==> src/mps_params.svh <==
`ifndef MPS_PARAMS_SVH
`define MPS_PARAMS_SVH

`define MPS_DATA_W        32    // AXI and ADC word
`define MPS_ADC_NUM       10
`define MPS_PHASE_NUM     3     // R, S, T
`define MPS_SAMPLE_W      16    // Signed phase sample
`define MPS_RMS_WIN_LOG2  4     // 16 samples per window
`define MPS_REG_NUM       32
`define MPS_ADDR_W        7     // Byte address

// Register map, word index
`define MPS_REG_SET_C     0
`define MPS_REG_SET_V     1
// ADC order: c, v, dc_c, dc_v, phase r/s/t, igbt, in ind, out ind
`define MPS_REG_ADC_BASE  2
`define MPS_REG_RMS_BASE  12    // RMS r, s, t

// Phase R position in the ADC array, S and T follow
`define MPS_CH_PHASE_R    4

`endif

==> src/mps_pkg.sv <==
`include "mps_params.svh"

package mps_pkg;

	// One ADC channel, no ready on this side
	typedef struct packed {
		logic                   tvalid;
		logic [`MPS_DATA_W-1:0] tdata;
	} adc_stream_t;

	typedef adc_stream_t [`MPS_ADC_NUM-1:0] adc_bus_t;
	typedef logic [`MPS_ADC_NUM-1:0][`MPS_DATA_W-1:0] adc_hold_t;   // Held values

	typedef struct packed {
		logic                            valid;  // One-cycle strobe
		logic signed [`MPS_SAMPLE_W-1:0] sample;
	} phase_sample_t;

	typedef logic [`MPS_SAMPLE_W-1:0] rms_result_t;

	////////////////////////////////////////////////////////////
	// AXI4-Lite
	typedef struct packed {
		logic [`MPS_ADDR_W-1:0]   awaddr;
		logic [2:0]               awprot;
		logic                     awvalid;
		logic [`MPS_DATA_W-1:0]   wdata;
		logic [`MPS_DATA_W/8-1:0] wstrb;
		logic                     wvalid;
		logic                     bready;
		logic [`MPS_ADDR_W-1:0]   araddr;
		logic [2:0]               arprot;
		logic                     arvalid;
		logic                     rready;
	} axil_req_t;

	typedef struct packed {
		logic                   awready;
		logic                   wready;
		logic [1:0]             bresp;
		logic                   bvalid;
		logic                   arready;
		logic [`MPS_DATA_W-1:0] rdata;
		logic [1:0]             rresp;
		logic                   rvalid;
	} axil_rsp_t;

	typedef struct packed {
		logic [`MPS_DATA_W-1:0] set_c;      // Current setpoint
		logic [`MPS_DATA_W-1:0] set_v;      // Voltage setpoint
	} setpoint_t;

endpackage

==> src/adc_capture.sv <==
`timescale 1ns/1ns
`include "mps_params.svh"

module adc_capture
(
	input  logic                                         s00_axi_aclk,
	input  logic                                         s00_axi_aresetn,
	input  mps_pkg::adc_bus_t                            i_adc,
	output mps_pkg::adc_hold_t                           o_adc,
	output mps_pkg::phase_sample_t [`MPS_PHASE_NUM-1:0] o_phase
);

	////////////////////////////////////////////////////////////
	// Held channel values

	always_ff @(posedge s00_axi_aclk or negedge s00_axi_aresetn)
	begin
		if (!s00_axi_aresetn)
		begin
			o_adc <= '0;
		end
		else
		begin
			for (int ch = 0; ch < `MPS_ADC_NUM; ch++)
			begin
				if (i_adc[ch].tvalid)
					o_adc[ch] <= i_adc[ch].tdata;   // Otherwise keep last word
			end
		end
	end

	////////////////////////////////////////////////////////////
	// Phase samples for the RMS blocks

	always_ff @(posedge s00_axi_aclk or negedge s00_axi_aresetn)
	begin
		if (!s00_axi_aresetn)
		begin
			o_phase <= '0;
		end
		else
		begin
			for (int ph = 0; ph < `MPS_PHASE_NUM; ph++)
			begin
				o_phase[ph].valid <= i_adc[`MPS_CH_PHASE_R + ph].tvalid;   // Single-cycle strobe
				// Sample payload follows the strobe, low half of the ADC word
				if (i_adc[`MPS_CH_PHASE_R + ph].tvalid)
					o_phase[ph].sample <= i_adc[`MPS_CH_PHASE_R + ph].tdata[`MPS_SAMPLE_W-1:0];
			end
		end
	end

endmodule

==> src/mps_axi_regs.sv <==
`timescale 1ns/1ns
`include "mps_params.svh"

module mps_axi_regs
(
	input  logic                                       s00_axi_aclk,
	input  logic                                       s00_axi_aresetn,
	input  mps_pkg::axil_req_t                         i_axil_req,
	output mps_pkg::axil_rsp_t                         o_axil_rsp,
	input  mps_pkg::adc_hold_t                         i_adc,
	input  mps_pkg::rms_result_t [`MPS_PHASE_NUM-1:0] i_rms,
	output mps_pkg::setpoint_t                         o_setpoint
);
	localparam int IDX_W  = $clog2(`MPS_REG_NUM);
	localparam int STRB_W = `MPS_DATA_W / 8;

	logic [IDX_W-1:0]       wr_idx;
	logic [IDX_W-1:0]       rd_idx;
	logic                   wr_accept;
	logic                   rd_accept;
	logic                   bvalid_q;
	logic                   bvalid_d;
	logic                   wr_idle_q;     // Tracks !bvalid, low in reset
	logic                   rvalid_q;
	logic                   rvalid_d;
	logic                   arready_q;
	logic [`MPS_DATA_W-1:0] rdata_q;
	logic [`MPS_DATA_W-1:0] rd_mux;
	mps_pkg::setpoint_t     setpoint_q;

	// Byte-lane merge for a strobed write
	function automatic logic [`MPS_DATA_W-1:0] merge_bytes(
		input logic [`MPS_DATA_W-1:0] old_word,
		input logic [`MPS_DATA_W-1:0] new_word,
		input logic [STRB_W-1:0]      strb
	);
		logic [`MPS_DATA_W-1:0] word;
		word = old_word;
		for (int b = 0; b < STRB_W; b++)
		begin
			if (strb[b])
				word[8*b +: 8] = new_word[8*b +: 8];
		end
		return word;
	endfunction

	assign wr_idx = i_axil_req.awaddr[`MPS_ADDR_W-1:2];   // Word address
	assign rd_idx = i_axil_req.araddr[`MPS_ADDR_W-1:2];

	////////////////////////////////////////////////////////////
	// Write channel

	// Address and data taken together
	assign wr_accept = i_axil_req.awvalid && i_axil_req.wvalid && wr_idle_q;

	always_comb
	begin
		bvalid_d = bvalid_q;
		if (wr_accept)
			bvalid_d = 1'b1;
		else if (i_axil_req.bready)
			bvalid_d = 1'b0;
	end

	always_ff @(posedge s00_axi_aclk or negedge s00_axi_aresetn)
	begin
		if (!s00_axi_aresetn)
		begin
			bvalid_q   <= 1'b0;
			wr_idle_q  <= 1'b0;
			setpoint_q <= '0;
		end
		else
		begin
			bvalid_q  <= bvalid_d;
			wr_idle_q <= !bvalid_d;
			if (wr_accept && (wr_idx == IDX_W'(`MPS_REG_SET_C)))
				setpoint_q.set_c <= merge_bytes(setpoint_q.set_c, i_axil_req.wdata,
					i_axil_req.wstrb);
			if (wr_accept && (wr_idx == IDX_W'(`MPS_REG_SET_V)))
				setpoint_q.set_v <= merge_bytes(setpoint_q.set_v, i_axil_req.wdata,
					i_axil_req.wstrb);
		end
	end

	assign o_setpoint = setpoint_q;

	////////////////////////////////////////////////////////////
	// Read channel

	assign rd_accept = i_axil_req.arvalid && arready_q;

	// Readback mux, unmapped slots give zero
	always_comb
	begin
		rd_mux = '0;
		if (rd_idx == IDX_W'(`MPS_REG_SET_C))
			rd_mux = setpoint_q.set_c;
		if (rd_idx == IDX_W'(`MPS_REG_SET_V))
			rd_mux = setpoint_q.set_v;
		for (int ch = 0; ch < `MPS_ADC_NUM; ch++)
		begin
			if (rd_idx == IDX_W'(`MPS_REG_ADC_BASE + ch))
				rd_mux = i_adc[ch];
		end
		for (int ph = 0; ph < `MPS_PHASE_NUM; ph++)
		begin
			if (rd_idx == IDX_W'(`MPS_REG_RMS_BASE + ph))
				rd_mux = {{(`MPS_DATA_W-`MPS_SAMPLE_W){1'b0}}, i_rms[ph]};
		end
	end

	always_comb
	begin
		rvalid_d = rvalid_q;
		if (rd_accept)
			rvalid_d = 1'b1;
		else if (i_axil_req.rready)
			rvalid_d = 1'b0;
	end

	always_ff @(posedge s00_axi_aclk or negedge s00_axi_aresetn)
	begin
		if (!s00_axi_aresetn)
		begin
			rvalid_q  <= 1'b0;
			arready_q <= 1'b0;
		end
		else
		begin
			rvalid_q  <= rvalid_d;
			arready_q <= !rvalid_d;   // Blocked while a response waits
		end
	end

	always_ff @(posedge s00_axi_aclk)
	begin
		if (rd_accept)
			rdata_q <= rd_mux;     // Stable until rready
	end

	// Responses are always OKAY
	always_comb
	begin
		o_axil_rsp         = '0;
		o_axil_rsp.awready = wr_accept;
		o_axil_rsp.wready  = wr_accept;
		o_axil_rsp.bresp   = 2'b00;
		o_axil_rsp.bvalid  = bvalid_q;
		o_axil_rsp.arready = arready_q;
		o_axil_rsp.rdata   = rdata_q;
		o_axil_rsp.rresp   = 2'b00;
		o_axil_rsp.rvalid  = rvalid_q;
	end

endmodule

==> src/mps_core_top.sv <==
`timescale 1ns/1ns
`include "mps_params.svh"

module mps_core_top
(
	input  logic               s00_axi_aclk,
	input  logic               s00_axi_aresetn,
	input  mps_pkg::adc_bus_t  i_adc,
	input  mps_pkg::axil_req_t i_axil_req,
	output mps_pkg::axil_rsp_t o_axil_rsp,
	output mps_pkg::adc_hold_t o_adc,
	output mps_pkg::setpoint_t o_setpoint
);

	mps_pkg::adc_hold_t                         adc_hold;
	mps_pkg::phase_sample_t [`MPS_PHASE_NUM-1:0] phase;    // R, S, T strobes
	mps_pkg::rms_result_t   [`MPS_PHASE_NUM-1:0] rms;

	////////////////////////////////////////////////////////////
	// ADC capture

	adc_capture u_adc_capture
	(
		.s00_axi_aclk    (s00_axi_aclk),
		.s00_axi_aresetn (s00_axi_aresetn),
		.i_adc           (i_adc),
		.o_adc           (adc_hold),
		.o_phase         (phase)
	);

	assign o_adc = adc_hold;

	// One RMS block per phase
	generate
		for (genvar g = 0; g < `MPS_PHASE_NUM; g++)
		begin : g_phase
			phase_rms u_phase_rms
			(
				.s00_axi_aclk    (s00_axi_aclk),
				.s00_axi_aresetn (s00_axi_aresetn),
				.i_sample        (phase[g]),
				.o_rms           (rms[g])
			);
		end
	endgenerate

	////////////////////////////////////////////////////////////
	// Host registers

	mps_axi_regs u_mps_axi_regs
	(
		.s00_axi_aclk    (s00_axi_aclk),
		.s00_axi_aresetn (s00_axi_aresetn),
		.i_axil_req      (i_axil_req),
		.o_axil_rsp      (o_axil_rsp),
		.i_adc           (adc_hold),
		.i_rms           (rms),
		.o_setpoint      (o_setpoint)
	);

endmodule

==> src/phase_rms.sv <==
`timescale 1ns/1ns
`include "mps_params.svh"

module phase_rms
(
	input  logic                   s00_axi_aclk,
	input  logic                   s00_axi_aresetn,
	input  mps_pkg::phase_sample_t i_sample,
	output mps_pkg::rms_result_t   o_rms
);
	localparam int SQ_W   = 2 * `MPS_SAMPLE_W;               // One squared sample
	localparam int ACC_W  = SQ_W + `MPS_RMS_WIN_LOG2;        // Sum over the window
	localparam int REM_W  = `MPS_SAMPLE_W + 2;
	localparam int ITER_W = $clog2(`MPS_SAMPLE_W);

	logic signed [SQ_W-1:0]       sq_full;
	logic [ACC_W-1:0]             acc_q;
	logic [ACC_W-1:0]             acc_sum;
	logic [`MPS_RMS_WIN_LOG2-1:0] cnt_q;
	logic                         win_done;
	logic [SQ_W-1:0]              mean_q;
	logic                         mean_vld_q;

	logic [SQ_W-1:0]              rad_q;      // Radicand, consumed two bits per step
	logic [REM_W-1:0]             rem_q;
	logic [REM_W-1:0]             rem_shift;
	logic [REM_W-1:0]             trial;
	logic [`MPS_SAMPLE_W-1:0]     root_q;
	logic [`MPS_SAMPLE_W-1:0]     root_next;
	logic                         take;
	logic                         busy_q;
	logic [ITER_W-1:0]            iter_q;

	////////////////////////////////////////////////////////////
	// Square and accumulate

	assign sq_full  = SQ_W'(i_sample.sample) * SQ_W'(i_sample.sample);
	assign acc_sum  = acc_q + {{(ACC_W-SQ_W){1'b0}}, sq_full};
	assign win_done = i_sample.valid && (cnt_q == '1);     // 16th sample arriving

	always_ff @(posedge s00_axi_aclk)
	begin
		if (win_done)
			mean_q <= acc_sum[ACC_W-1:`MPS_RMS_WIN_LOG2];      // Divide by window length
	end

	always_ff @(posedge s00_axi_aclk or negedge s00_axi_aresetn)
	begin
		if (!s00_axi_aresetn)
		begin
			acc_q      <= '0;
			cnt_q      <= '0;
			mean_vld_q <= 1'b0;
		end
		else
		begin
			mean_vld_q <= win_done;
			if (i_sample.valid)
			begin
				cnt_q <= cnt_q + 1'b1;     // Wraps to zero at window end
				acc_q <= win_done ? '0 : acc_sum;
			end
		end
	end

	////////////////////////////////////////////////////////////
	// Restoring square root, one result bit per cycle

	assign rem_shift = {rem_q[REM_W-3:0], rad_q[SQ_W-1 -: 2]};
	assign trial     = {root_q, 2'b01};
	assign take      = (rem_shift >= trial);
	assign root_next = {root_q[`MPS_SAMPLE_W-2:0], take};

	always_ff @(posedge s00_axi_aclk)
	begin
		if (mean_vld_q)
		begin
			rad_q  <= mean_q;
			rem_q  <= '0;
			root_q <= '0;
		end
		else if (busy_q)
		begin
			rad_q  <= rad_q << 2;
			rem_q  <= take ? (rem_shift - trial) : rem_shift;
			root_q <= root_next;
		end
	end

	always_ff @(posedge s00_axi_aclk or negedge s00_axi_aresetn)
	begin
		if (!s00_axi_aresetn)
		begin
			busy_q <= 1'b0;
			iter_q <= '0;
			o_rms  <= '0;
		end
		else if (mean_vld_q)
		begin
			busy_q <= 1'b1;
			iter_q <= '0;
		end
		else if (busy_q)
		begin
			iter_q <= iter_q + 1'b1;
			if (iter_q == '1)
			begin
				busy_q <= 1'b0;
				o_rms  <= root_next;   // Last bit decided this cycle
			end
		end
	end

endmodule

==> config.mk <==
export PLATFORM = sky130hd
export DESIGN_NAME = mps_core_top
export DESIGN_NICKNAME = d
export VERILOG_FILES = /design/src/mps_pkg.sv /design/src/adc_capture.sv /design/src/mps_axi_regs.sv /design/src/mps_core_top.sv /design/src/phase_rms.sv
export VERILOG_INCLUDE_DIRS = /design/src /design/src/src
export SDC_FILE = /design/constraint.sdc
export NUM_CORES = 2
export LEC_CHECK = 0
export ABC_AREA = 1
export BUFFER_PORTS_ARGS = -buffer_cell sky130_fd_sc_hd__buf_4
export CAP_MARGIN = 40
export CORE_UTILIZATION = 28
export CTS_CLUSTER_DIAMETER = 80
export CTS_CLUSTER_SIZE = 14
export DETAILED_ROUTE_END_ITERATION = 10
export GPL_TIMING_DRIVEN = 1
export PLACE_DENSITY_LB_ADDON = 0.3
export SLEW_MARGIN = 30
export SYNTH_ARGS = -nofsm -noshare
export SYNTH_HDL_FRONTEND = slang
export SYNTH_SLANG_ARGS = --single-unit
export TNS_END_PERCENT = 100
==> constraint.sdc <==
create_clock -name s00_axi_aclk -period 7.48 [get_ports s00_axi_aclk]
set_clock_uncertainty 0.2 [all_clocks]
set_input_delay 1.496 -clock s00_axi_aclk [delete_from_list [all_inputs] [get_ports s00_axi_aclk]]
set_output_delay 1.496 -clock s00_axi_aclk [all_outputs]
set_load 0.005 [all_outputs]
Word-level counts from Yosys, hierarchy flattened. Index checks and enable logic that the tools add are counted.

Input port bits: 393. Bits in registers: 945. Logic and storage cells: 175.

Add/sub/neg operators: 12. Mux-type cells: 46. Bitwise logic cells: 3. Reduce and logical (&&, ||, !) cells: 27. Order comparisons: 3. Equal/unequal tests: 21. $mul: 3.

Operators with widths (count): 2-to-1 mux 32 bit (18); adder 36 x 32 -> 36 bit (3); 2-to-1 mux 36 bit (3); multiplier 16 x 16 -> 32 bit (3); 2-to-1 mux 16 bit (6); greater-or-equal comparator 18 bit (3); subtractor 16 bit (3); equality test 5 x 4 -> 1 bit, second input constant (7); adder 4 x 1 -> 4 bit, second input constant (6); equality test 4 bit, second input constant (6); 2-to-1 mux 4 bit (6); equality test 5 x 3 -> 1 bit, second input constant (4); AND reduction 2 bit (8); 2-to-1 mux 1 bit (13); equality test 5 x 1 -> 1 bit, second input constant (2); equality test 5 x 2 -> 1 bit, second input constant (2); zero test 5 bit (2); AND reduction 3 bit (3); logical AND 1 bit (8); nonzero test 2 bit (3); NOT 1 bit (3); OR reduction 3 bit (1); zero test 1 bit (2).

Depth between registers and ports, before layout.
Depth after elaboration: 16. Gate-level depth with buffers: 39.

Hierarchy. From an unflattened synthesis, not the netlist that was laid out.

Cells, all modules: 9943. Area, all modules: 77569.4 um^2.

By module, submodules not included: phase_rms (g_phase[1].u_phase_rms) (area each 19078.3 um^2, instances 1, cells each 2479); phase_rms (g_phase[0].u_phase_rms) (area each 19018.2 um^2, instances 1, cells each 2477); phase_rms (g_phase[2].u_phase_rms) (area each 19009.5 um^2, instances 1, cells each 2451); adc_capture (area each 13037.5 um^2, instances 1, cells each 1411); mps_axi_regs (area each 7425.9 um^2, instances 1, cells each 1125).

Worst setup path before layout. No wires, ideal clock.

Path kind: register to register. Start point: register u_adc_capture.o_phase[1] in the netlist's numbering. End point: register g_phase[0].u_phase_rms.mean_q[29] (data pin). Required time: 7.025 ns. Stages on the path, launching flop included: 31. Period minus slack after synthesis: 7.300 ns. Data arrival time: 6.845 ns. Slack: 0.180 ns. Cells stage by stage: dfrtp_1 -> clkbuf_1 -> clkbuf_1 -> nand2_1 -> inv_1 -> fa_1 -> inv_1 -> fa_1 -> inv_1 -> fa_1 -> inv_1 -> fa_1 -> fa_1 -> inv_1 -> fa_1 -> ha_1 -> a21oi_1 -> o21ai_0 -> a21oi_1 -> a21boi_0 -> nand2_1 -> xnor2_1 -> ha_1 -> nand2_1 -> nor2_1 -> inv_1 -> o211ai_1 -> a21oi_1 -> nand3_1 -> or2_2 -> and2_1.

Word-level cells in the longest chain between the ends: 2.

RTL lines: from (decl) (RTL line adc_capture.sv:10) `` output mps_pkg::phase_sample_t [`MPS_PHASE_NUM-1:0] o_phase ``; multiplier 16 x 16 -> 32 bit (RTL line phase_rms.sv:37) `assign sq_full = SQ_W'(i_sample.sample) * SQ_W'(i_sample.sample);`; adder 36 x 32 -> 36 bit (RTL line phase_rms.sv:38) `assign acc_sum = acc_q + {{(ACC_W-SQ_W){1'b0}}, sq_full};`; via g_phase[0].u_phase_rms.acc_sum[33] (RTL line phase_rms.sv:18) `logic [ACC_W-1:0] acc_sum;`; to (signal assigned) (RTL line phase_rms.sv:44) `` mean_q <= acc_sum[ACC_W-1:`MPS_RMS_WIN_LOG2]; ``; to (decl) (RTL line phase_rms.sv:21) `logic [SQ_W-1:0] mean_q;`.

The timed path passes the listed nets, and every way through them passes these cells. A chain may end at the register's enable or synchronous reset.

==> Implementation_results.wiki <==
{| class="wikitable"
! Metric !! Value
|-
| Result of the run || completed
|-
| Pin count of the biggest net entering global routing || 153
|-
| Clock period minus worst slack || 7.48 ns
|-
| Maximum fanout along the worst path || 8
|-
| Highest attainable clock frequency || 134 MHz
|-
| Row count || 188
|-
| Post-route fraction of the period consumed by the critical path || 1.00
|-
| Start-to-end type of the worst setup path || flip-flop to flip-flop
|-
| Fraction of layout cells with a size suffix above 1 || 0.314
|-
| Initial antenna violation count || 19
|-
| Number of global-route vias before repair || 65800
|-
| Startpoint type of the worst setup path || flip-flop
|-
| Worst reg2reg setup slack || 0.001 ns
|-
| Overall routing resource usage || 0.231
|-
| Post-Synthesis Cells || 8706
|-
| Yosys warning total || 0
|-
| Total number of clock tree sinks || 897
|-
| Required time worst endpoint || 7.75 ns
|-
| Slowest cell on crit path || fa_2
|-
| Final-stage net count || 11900
|-
| Final weighted congestion in routability-driven placement || 0.983
|-
| Core Area || 262000 sq um
|-
| Detailed-route wire length per cell || 22.6 um
|-
| Number of top-level pins || 818
|-
| Routed wire length || 315000 um
|-
| Area of all placed cells without fillers || 99800 sq um
|-
| Die area || 265000 sq um
|-
| Data arrival at the endpoint of the critical path || 7.75 ns
|-
| Pre-Repair DR Iteration Count || 7
|-
| Avg Vias per Cell || 4.67
|-
| DR vias || 65300
|-
| Port-buffer cells || 803
|-
| Commonest register cell after synthesis || dfrtp_1
|-
| Global-route wire length before repair || 446000 um
|-
| Congestion Overflow GR || 0
|-
| HPWL reported at the end of detailed placement || 263000 um
|-
| Number of synthesized flops with an enable pin || 224
|-
| Placed instance area || 90200 sq um
|-
| Worst slew pin tran || 1.03 ns
|-
| Commonest non-fill, non-tap cell in the layout || nand2_1
|-
| Maximum level of the CTS H-tree || 3
|-
| Remaining max-slew budget at the tightest pin || 0.314
|-
| Share of flip-flops with an asynchronous set or reset || 0.643
|-
| Average size of a mapped cell || 8.47 sq um
|-
| Initial Util || 0.281
|-
| Violation count after the first detailed-routing iteration || 4412
|-
| Most frequent cells in the layout || nand2_1, buf_4, inv_1
|-
| Max Cap Violations || 0
|-
| Fraction of the yosys area taken by sequential cells || 0.313
|-
| Post-CTS clock slew at the launch and capture registers of the worst setup and hold paths || 0.07 ns
|-
| Hold Violations, Final || 0
|-
| Vertical die dimension || 515 um
|-
| Final antenna-violating net count || 0
|-
| CTS buffer count || 91
|-
| Post-Syn Area || 73800 sq um
|-
| Final Setup Violations || 0
|-
| Setup repair after global routing missed its margin || yes
|-
| CTS tree || yes
|-
| Distinct cell type count of the synthesized netlist || 60
|-
| Cell occurring most often along the worst timing path || fa_1
|-
| Deepest clock path buffer count || 3
|-
| Area Overhead vs Synth || 35.4%
|-
| Max Slew Vio Count || 0
|-
| Die X-Extent || 515 um
|-
| Library cell used as clock root buffer || clkbuf_16
|-
| Min-delay worst type || flip-flop to flip-flop
|-
| FF+latch count, synth || 897
|-
| Insertion delay to the later sink of the worst-skew pair || 0.74 ns
|-
| Final core utilization || 0.381
|-
| CTS hold repair buffers || 0
|-
| Endpoint type of the worst setup path || flip-flop
|-
| Remaining routing DRC violations || 0
|-
| Delay of the slowest cell on the worst path || 0.62 ns
|}
[cell usage after synthesis, types with 64 or more instances]
library cell / number / area (sq um)
ha_1: 418 / 5230
dfrtp_1: 577 / 14400
nor2_1: 482 / 1810
o22ai_1: 67 / 419
xor2_1: 160 / 1400
dfxtp_1: 96 / 1920
xnor2_1: 71 / 622
mux2_2: 226 / 2540
o21ai_0: 447 / 2240
a21oi_1: 276 / 1380
inv_1: 1786 / 6700
nand3_1: 250 / 1250
clkbuf_1: 201 / 754
nand2_1: 2051 / 7700
nand4_1: 137 / 857
buf_4: 64 / 480
fa_1: 714 / 14300
edfxtp_1: 224 / 6730
[worst paths after layout]
| kind | from | end | cells past startpoint |
|---|---|---|---|
| max in group asynchronous | s00_axi_aresetn | u_adc_capture.o_phase[24] | 3 |
| hold / removal | g_phase[1].u_phase_rms.rem_q[15] | g_phase[1].u_phase_rms.rem_q[15] | 2 |
| setup reg to reg | u_adc_capture.o_adc[175] | g_phase[1].u_phase_rms.mean_q[29] | 29 |
| min in group asynchronous | s00_axi_aresetn | g_phase[1].u_phase_rms.acc_q[3] | 1 |
| hold reg to reg | g_phase[1].u_phase_rms.rem_q[15] | g_phase[1].u_phase_rms.rem_q[15] | 2 |
| setup / recovery | u_adc_capture.o_adc[175] | g_phase[1].u_phase_rms.mean_q[29] | 29 |
[state kept, by name, indices dropped and copies added (netlist names), 32 cells and up]
register and cells:
u_adc_capture.o_adc 275, g_phase.u_phase_rms.acc_q 108, g_phase.u_phase_rms.mean_q 96, g_phase.u_phase_rms.rad_q 96, u_mps_axi_regs.o_setpoint 64, g_phase.u_phase_rms.o_rms 48, g_phase.u_phase_rms.rem_q 48, g_phase.u_phase_rms.root_q 48
u_adc_capture.o_phase 48, u_mps_axi_regs.rdata_q 32
[kinds of logic (layout without fill, tap and decap cells)]
kind of cell | count (synthesis) | in the layout | share of synthesized area
and+or+nand+nor | 3069 | 3069 | 0.171
DFF | 897 | 897 | 0.313
other | 1 | 21 | 0.0000508
adders and majority gates | 1132 | 1132 | 0.265
muxes | 226 | 226 | 0.0345
buffers and inverters | 2134 | 3872 | 0.113
xor gates and xnor gates | 231 | 231 | 0.0274
AOI/OAI and AO/OA | 1016 | 1016 | 0.0769
[critical path, delay by kind of cell, from the launching register on]
| kind | cells | cell delay, ns |
|---|---|---|
| xor+xnor | 1 | 0.16 |
| flops | 1 | 0.45 |
| buf+inv | 7 | 0.64 |
| simple gates | 8 | 1.09 |
| fa+ha+maj | 8 | 3.72 |
| compound gates | 5 | 0.94 |
[cell type report]
class / count / area [sq um]
antenna: 17 / 42.5
clock inverter: 37 / 482
clock buffer: 124 / 2460
inverter: 1811 / 6840
sequential: 897 / 23100
fill: 26700 / 162000
multi-input combinational: 5678 / 47300
timing repair buffer: 1900 / 15200
tap: 3515 / 4400
[through the flow]
step	TNS [ns]	hold WS, ns	std cells	worst slack (ns)
floorplan	0	0.230	8709	0.180
global placement	-26.22	0.246	13600	-0.488
detailed placement	-26.10	0.248	13700	-0.570
CTS	-0.112	0.262	13800	-0.0701
global route	-4.64	0.269	14000	-0.204
finish	0	0.260	14000	0.000957
[metal layers]
metal,vias up,global-route usage,share of wire
li1,30400,-,-
met4,16,0.121,0.065
met3,471,0.0439,0.061
met2,1769,0.390,0.48
met5,-,0,0.00031
met1,32700,0.277,0.39
[what timing repair did]
| action | in CTS | in global routing |
|---|---|---|
| pin swaps | 52 | 477 |
| gates cloned | 0 | 2 |
| resized for setup | 238 | 1165 |
| setup endpoints to repair | 120 | 140 |
| buffers inserted | 29 | 116 |
Power is not shown: default switching activity piles up to over one toggle a cycle in this logic, so the estimate is an artifact.
